==> src/logic/mul_arith_pkg.sv <==
// Multiplier arithmetic types
package mul_arith_pkg;

	typedef logic [31:0] operand_t;
	typedef logic [63:0] product_t;

	// booth row, 33-bit value plus inverted sign on top.
	typedef logic [33:0] pp_row_t;

	typedef logic [63:0] csa_row_t;

	localparam int NUM_BOOTH_ROWS = 16;

	// booth rows, correction row, carry-in/sign row.
	localparam int NUM_TREE_ROWS = NUM_BOOTH_ROWS + 2;

	// cancels the 2^33 bias of every booth row, bits 63:32 of the constant.
	localparam logic [31:0] SIGN_EXT_PATTERN = 32'h5555_5556;

	typedef struct packed {
		pp_row_t [NUM_BOOTH_ROWS-1:0] booth;
		operand_t corr;                          // unsigned multiplier msb fixup.
		logic [NUM_BOOTH_ROWS-1:0] neg_cin;      // +1 for negative digits.
		logic [31:0] sign_ext;
	} pp_array_t;

	typedef struct packed {
		csa_row_t carry;
		csa_row_t sum;
	} csa_pair_t;

	// 3:2 compressor, carry returned unshifted.
	function automatic csa_pair_t csa_row(
		input csa_row_t a,
		input csa_row_t b,
		input csa_row_t c
	);
		csa_pair_t p;
		p.sum = a ^ b ^ c;
		p.carry = (a & b) | (b & c) | (a & c);
		return p;
	endfunction

endpackage

==> src/logic/mul_flow_pkg.sv <==
// Multiplier flow control types
package mul_flow_pkg;

	typedef struct packed {
		mul_arith_pkg::operand_t multiplicand;
		mul_arith_pkg::operand_t multiplier;
		logic is_signed;
	} mul_req_t;

	// result slots, also the request credits held after reset.
	localparam int QUEUE_DEPTH = 4;

	// booth, tree and final add registers.
	localparam int PIPE_STAGES = 3;

	typedef logic [2:0] credit_cnt_t;

	typedef logic [$clog2(QUEUE_DEPTH)-1:0] queue_ptr_t;

endpackage

==> src/logic/booth_recoder.sv <==
// Radix-4 Booth partial products
`timescale 1ns/1ps

module booth_recoder (
	input logic clk,
	input logic reset,
	input logic req_valid,
	input mul_flow_pkg::mul_req_t req,
	output logic pp_valid,
	output mul_arith_pkg::pp_array_t pp
);

	import mul_arith_pkg::*;

	pp_array_t pp_d;

	// one digit worth of multiplicand, encoded so the row sum is value + 2^33.
	function automatic pp_row_t booth_row(
		input logic [2:0] digit,
		input operand_t a,
		input logic se
	);
		case (digit)
			3'b001, 3'b010: return {~se, se, a};          // +x.
			3'b011: return {~se, a, 1'b0};                // +2x.
			3'b100: return {se, ~a, 1'b1};                // -2x, ones complement.
			3'b101, 3'b110: return {se, ~se, ~a};         // -x.
			default: return {2'b10, 32'b0};               // zero.
		endcase
	endfunction

	always_comb begin
		logic se;
		logic [32:0] mext;
		se = req.is_signed & req.multiplicand[31];
		mext = {req.multiplier, 1'b0}; // implicit zero below bit 0.
		for (int i = 0; i < NUM_BOOTH_ROWS; i++) begin
			pp_d.booth[i] = booth_row(mext[2*i+2 -: 3], req.multiplicand, se);
			pp_d.neg_cin[i] = mext[2*i+2] & ~(mext[2*i+1] & mext[2*i]);
		end

		// booth reads bit 31 as a sign, add it back as weight 2^32.
		if (!req.is_signed && req.multiplier[31]) begin
			pp_d.corr = req.multiplicand;
		end else begin
			pp_d.corr = '0;
		end
		pp_d.sign_ext = SIGN_EXT_PATTERN;
	end

	always_ff @(posedge clk) begin
		if (reset) begin
			pp_valid <= 1'b0;
		end else begin
			pp_valid <= req_valid;
		end
	end

	always_ff @(posedge clk) begin
		if (req_valid) begin
			pp <= pp_d;
		end
	end

endmodule

==> src/logic/csa_reduce.sv <==
// Carry-save tree and final adder
`timescale 1ns/1ps

module csa_reduce (
	input logic clk,
	input logic reset,
	input logic pp_valid,
	input mul_arith_pkg::pp_array_t pp,
	output logic prod_valid,
	output mul_arith_pkg::product_t prod
);

	import mul_arith_pkg::*;

	csa_row_t rows0 [NUM_TREE_ROWS];
	csa_row_t rows1 [12];
	csa_row_t rows2 [8];
	csa_row_t rows3 [6];
	csa_row_t rows4 [4];
	csa_row_t rows5 [3];
	csa_pair_t tree_out;
	csa_pair_t tree_q;
	logic tree_valid;

	// compressor with the carry row already aligned.
	function automatic csa_pair_t compress(
		input csa_row_t a,
		input csa_row_t b,
		input csa_row_t c
	);
		csa_pair_t p;
		p = csa_row(a, b, c);
		p.carry = {p.carry[62:0], 1'b0};
		return p;
	endfunction

	// align booth rows to their digit weight.
	always_comb begin
		logic [31:0] cin_row;
		cin_row = '0;
		for (int i = 0; i < NUM_BOOTH_ROWS; i++) begin
			rows0[i] = csa_row_t'(pp.booth[i]) << (2 * i);
			cin_row[2*i] = pp.neg_cin[i];
		end
		rows0[NUM_BOOTH_ROWS] = {pp.corr, 32'b0};
		rows0[NUM_BOOTH_ROWS + 1] = {pp.sign_ext, cin_row}; // no overlap between halves.
	end

	// 18 -> 12 -> 8 -> 6 -> 4 -> 3 -> 2.
	always_comb begin
		csa_pair_t p;
		for (int k = 0; k < 6; k++) begin
			p = compress(rows0[3*k], rows0[3*k+1], rows0[3*k+2]);
			rows1[2*k] = p.sum;
			rows1[2*k+1] = p.carry;
		end
		for (int k = 0; k < 4; k++) begin
			p = compress(rows1[3*k], rows1[3*k+1], rows1[3*k+2]);
			rows2[2*k] = p.sum;
			rows2[2*k+1] = p.carry;
		end
		for (int k = 0; k < 2; k++) begin
			p = compress(rows2[3*k], rows2[3*k+1], rows2[3*k+2]);
			rows3[2*k] = p.sum;
			rows3[2*k+1] = p.carry;
		end
		rows3[4] = rows2[6]; // pass through.
		rows3[5] = rows2[7];
		for (int k = 0; k < 2; k++) begin
			p = compress(rows3[3*k], rows3[3*k+1], rows3[3*k+2]);
			rows4[2*k] = p.sum;
			rows4[2*k+1] = p.carry;
		end
		p = compress(rows4[0], rows4[1], rows4[2]);
		rows5[0] = p.sum;
		rows5[1] = p.carry;
		rows5[2] = rows4[3];
		tree_out = compress(rows5[0], rows5[1], rows5[2]);
	end

	always_ff @(posedge clk) begin
		if (reset) begin
			tree_valid <= 1'b0;
			prod_valid <= 1'b0;
		end else begin
			tree_valid <= pp_valid;
			prod_valid <= tree_valid;
		end
	end

	always_ff @(posedge clk) begin
		if (pp_valid) begin
			tree_q <= tree_out;
		end
		if (tree_valid) begin
			prod <= tree_q.sum + tree_q.carry; // wraps mod 2^64.
		end
	end

endmodule

==> src/logic/result_queue.sv <==
// Result queue with credit flow
`timescale 1ns/1ps

module result_queue (
	input logic clk,
	input logic reset,
	input logic prod_valid,
	input mul_arith_pkg::product_t prod,
	input logic rsp_credit,
	output logic rsp_valid,
	output mul_arith_pkg::product_t rsp_product,
	output logic req_credit
);

	import mul_arith_pkg::*;
	import mul_flow_pkg::*;

	product_t q_mem [QUEUE_DEPTH];
	queue_ptr_t wr_ptr;
	queue_ptr_t rd_ptr;
	credit_cnt_t q_count;
	credit_cnt_t rsp_credits;    // held consumer credits.
	logic pop;

	// one result per cycle while data and a credit are both present.
	assign pop = (q_count != '0) && (rsp_credits != '0);

	assign rsp_valid = pop;
	assign rsp_product = q_mem[rd_ptr];
	assign req_credit = pop; // freed slot goes back to the producer.

	always_ff @(posedge clk) begin
		if (prod_valid) begin
			q_mem[wr_ptr] <= prod;
		end
	end

	// pointers wrap on their own, depth is a power of two.
	always_ff @(posedge clk) begin
		if (reset) begin
			wr_ptr <= '0;
			rd_ptr <= '0;
			q_count <= '0;
			rsp_credits <= '0;
		end else begin
			if (prod_valid) begin
				wr_ptr <= wr_ptr + 1'b1;
			end
			if (pop) begin
				rd_ptr <= rd_ptr + 1'b1;
			end
			q_count <= q_count + credit_cnt_t'(prod_valid) - credit_cnt_t'(pop);
			rsp_credits <= rsp_credits + credit_cnt_t'(rsp_credit) - credit_cnt_t'(pop);
		end
	end

endmodule

==> src/logic/mdu_mul_top.sv <==
// Pipelined Booth multiplier top
`timescale 1ns/1ps

module mdu_mul_top (
	input logic clk,
	input logic reset,
	input logic req_valid,
	input mul_flow_pkg::mul_req_t req,
	output logic req_credit,
	output logic rsp_valid,
	output mul_arith_pkg::product_t rsp_product,
	input logic rsp_credit
);

	import mul_arith_pkg::*;

	logic pp_valid;
	pp_array_t pp;
	logic prod_valid;
	product_t prod;

	booth_recoder i_booth_recoder (
		.clk       (clk),
		.reset     (reset),
		.req_valid (req_valid),
		.req       (req),
		.pp_valid  (pp_valid),
		.pp        (pp)
	);

	csa_reduce i_csa_reduce (
		.clk        (clk),
		.reset      (reset),
		.pp_valid   (pp_valid),
		.pp         (pp),
		.prod_valid (prod_valid),
		.prod       (prod)
	);

	result_queue i_result_queue (
		.clk         (clk),
		.reset       (reset),
		.prod_valid  (prod_valid),
		.prod        (prod),
		.rsp_credit  (rsp_credit),
		.rsp_valid   (rsp_valid),
		.rsp_product (rsp_product),
		.req_credit  (req_credit)
	);

endmodule

==> config.mk <==
export PLATFORM = sky130hd
export DESIGN_NAME = mdu_mul_top
export DESIGN_NICKNAME = d
export VERILOG_FILES = /design/src/logic/mul_arith_pkg.sv /design/src/logic/mul_flow_pkg.sv /design/src/logic/booth_recoder.sv /design/src/logic/csa_reduce.sv /design/src/logic/result_queue.sv /design/src/logic/mdu_mul_top.sv
export SDC_FILE = /design/constraint.sdc
export NUM_CORES = 2
export LEC_CHECK = 0
export BUFFER_PORTS_ARGS = -buffer_cell sky130_fd_sc_hd__buf_2
export CAP_MARGIN = 20
export CORE_ASPECT_RATIO = 1.25
export CORE_UTILIZATION = 64
export DETAILED_ROUTE_END_ITERATION = 6
export GPL_TIMING_DRIVEN = 0
export HOLD_SLACK_MARGIN = 0.02
export MAX_ROUTING_LAYER = met4
export PLACE_DENSITY = 0.78
export SYNTH_ARGS = -nofsm -noshare
export SYNTH_HDL_FRONTEND = slang
export SYNTH_SLANG_ARGS = --single-unit
==> constraint.sdc <==
create_clock -name clk -period 4.72 [get_ports clk]
set_input_delay 0.236 -clock clk [delete_from_list [all_inputs] [get_ports clk]]
set_output_delay 0.236 -clock clk [all_outputs]
set_load 0.005 [all_outputs]
==> flow_metrics.tcl <==
set metrics [dict create \
    wl_per_cell_microns 34.26 \
    endpoint "i_csa_reduce.tree_q[34]$_DFFE_PP_" \
    required_ns 5.17 \
    timing.final.ws_setup_ns 0.5457 \
    layout_min_cycle_time_ns 4.174 \
    critPathCaptureType "flip-flop" \
    ys_seq_area_share_pct 48.69 \
    clock.fmax_mhz 239.6 \
    worstSetupPathType "flip-flop to flip-flop" \
    grt_pass1_vias 45570 \
    start_kind "flip-flop" \
    cp_slowest_cell "fa_1" \
    cp_cell_sequence "fa_1 > fa_1 > fa_1 > inv_1 > fa_1 > fa_1 > inv_1 > fa_1" \
    total_leakage_power_nw 27.96 \
    synthTopCellsByArea "edfxtp_1 (48%), fa_1 (15%), xor2_1 (6.9%)" \
    grt_start_max_net_pins 116 \
    drv_cap 0 \
    core_sq_um 99430 \
    syn-cell-area_sq_um 64450 \
    dieHeight_microns 356.8 \
    drt_iter0_markers 7764 \
    path_delay_family "adder cells" \
    setup_violations 0 \
    drt-vias-per-instance 6.737 \
    start_util_pct 64.82 \
    post-place-ws_ns 0.6479 \
    path_depth 8 \
    stdcell_count 6828 \
    crit_top_cell "fa_1" \
    clk_path_buf_depth 3 \
    vias 46000 \
    synthesis.nets 5950 \
    ctsResizeCount 0 \
    drc 1 \
    cpPeakStageDelay_ns 0.71 \
    async_flop_share_pct 0 \
    startpoint "i_booth_recoder.pp[497]$_DFFE_PP_" \
    grt-ovfl-total 0 \
    io_pins 135 \
    path_clk_slew_ns 0.07 \
    synth_edf_count 1035 \
    grt_use_total_pct 47.58 \
    antenna_found_initial 13 \
    path_max_fanout 1 \
    post-route-period-util_pct 88.44 \
    finalNetCount 6173 \
    drtAntennaViolNets 0 \
    synth_top_area_share_pct 48.23 \
    slew_viol_final 0 \
    syn_area_per_cell_sq_um 12.42 \
    ff2ff_setup_slack_ns 0.55 \
    root_buffer "clkbuf_16" \
    fp.dieArea_sq_um 102000 \
    post_cts_buffers 0 \
    cts.sinks 1050 \
    worstSkewPairLatency_ns 0.72 \
    violations "DRC" \
    ys_types 70 \
    place_congestion 1.082 \
    syn_inst 5187 \
    drive_above_1_share_pct 6.875 \
    routed_wirelength_mm 233.9 \
    mostFrequentLayoutCells "edfxtp_1 (1,035), inv_1 (764), xor2_1 (506)" \
    syn2layout_area_growth_pct 9.600 \
    synth_largest_area_cell "edfxtp_1" \
    slew_headroom_pct 8.486 \
    dr.pass1.iters 7 \
    fin_skew_ns 0.03798 \
    timing.final.hold_violations 0 \
    critPathBufInv 2 \
    r2r-end "i_csa_reduce.tree_q[34]$_DFFE_PP_" \
    status "finished with violations" \
    htreeDepth 3 \
    mostFrequentLayoutCell "edfxtp_1" \
    worstRegToRegCells 8 \
    timing.rr.start "i_booth_recoder.pp[497]$_DFFE_PP_" \
    dpl.hpwl_mm 174.0 \
    min-delay-path-class "input port to flip-flop" \
    holdWs_ns 0.03261 \
    tightest_slew_ns 1.373 \
    ys.flop_type "edfxtp_1" \
    powerDensity_nw_per_um2 709.7 \
    synth_warnings 0 \
    critPathArrivalTime_ns 4.62 \
    peakVddDrop_mv 0.6687 \
    grt_setup_unrepaired "false" \
    grt_pass1_wl_mm 326.1 \
    dp_cells 6606 \
    ys_ff_latch 1050 \
    cts_tree "done" \
    io_buffers 89 \
    numCtsBuffers 104 \
    rows 129 \
    die_x_microns 285.8 \
]
-- area by class of cell --
type	count	area [sq um]
inverter	765	2872
clock inverter	74	852.1
clock buffer	120	2663
multi-input combinational	2934	28550
timing repair buffer	117	968.4
fill	6898	28790
antenna	20	50.05
buffer	438	1652
tap	1310	1639
sequential	1050	31390
-- how the worst min path moves through the flow --
stage | slack (ns) | depth (start not counted) | start | end
after floorplan | 0.31 | 1 | reset | i_booth_recoder.pp_valid$_SDFF_PP0_
after global placement | 0.42 | 0 | i_csa_reduce.tree_q[0]$_DFFE_PP_ | i_csa_reduce.prod[0]$_DFFE_PP_
after detailed placement | 0.42 | 0 | i_csa_reduce.tree_q[1]$_DFFE_PP_ | i_csa_reduce.prod[1]$_DFFE_PP_
after CTS | 0.07 | 1 | req_valid | i_booth_recoder.pp[609]$_DFFE_PP_
after global routing | 0.09 | 1 | req_valid | i_booth_recoder.pp[609]$_DFFE_PP_
final | 0.03 | 1 | req_valid | i_booth_recoder.pp[609]$_DFFE_PP_
-- kinds of logic after synthesis --
family	synth area share, %
XOR/XNOR	7.488
AND/OR/NAND/NOR	2.722
buffers and inverters	7.018
flip-flops	48.69
AO/OA/AOI/OAI	12.42
multiplexers	2.749
adder cells (fa/ha/maj)	18.91
-- cell usage after synthesis (all sizes together), types with 22 or more instances --
| cell | n |
|---|---|
| and2 | 51 |
| nor2 | 87 |
| nand4 | 22 |
| o21ai | 507 |
| fa | 467 |
| a21oi | 120 |
| nand2 | 84 |
| a21o | 27 |
| buf | 101 |
| nor3 | 32 |
| a22o | 31 |
| inv | 764 |
| edfxtp | 1035 |
| ha | 227 |
| xnor2 | 45 |
| clkbuf | 337 |
| mux4 | 64 |
| a22oi | 449 |
| mux2i | 33 |
| xor2 | 506 |
| nor2b | 26 |
-- report_power, final --
part	internal, mW	switching (mW)
clock	4.90	3.88
combinational	10.3	16.6
sequential	13.9	0.645
-- repair_timing --
| item | 4_1_cts | 5_1_grt |
|---|---|---|
| endpoints found under the hold margin | 6 | 0 |
| hold buffers | 3 | 0 |
| endpoints found under the setup margin | 0 | 0 |
-- flip-flops by register name, indices dropped and copies added, names as in the netlist, named ones only --
signal / cells
i_booth_recoder.pp_valid: 1
i_csa_reduce.prod_valid: 1
i_result_queue.q_mem: 256
i_csa_reduce.prod: 64
i_result_queue.wr_ptr: 2
i_csa_reduce.tree_valid: 1
i_result_queue.rd_ptr: 2
i_result_queue.rsp_credits: 3
i_booth_recoder.pp: 592
i_result_queue.q_count: 3
i_csa_reduce.tree_q: 123
-- per-stage QoR --
stage | setup TNS (ns) | utilization [%] | area (sq um) | power (mW)
after CTS | 0 | 70.92 | 70520 | 49.21
after global routing | 0 | 71.02 | 70610 | 52.85
after detailed placement | 0 | 67.36 | 66970 | 39.98
after global placement | -3414.70 | 66.92 | 66530 | 38.82
after floorplan | 0 | - | 64450 | 29.68
final | 0 | 71.04 | 70630 | 50.13
-- layer usage --
metal	global-route usage (%)	share of wire, %	up-vias
met3	13.91	13	1035
met2	70.45	44	3978
met5	-	0	-
met4	34.49	9.2	0
li1	-	-	18480
met1	55.53	33	22510
Note: power is estimated with default switching activity, not from simulation.
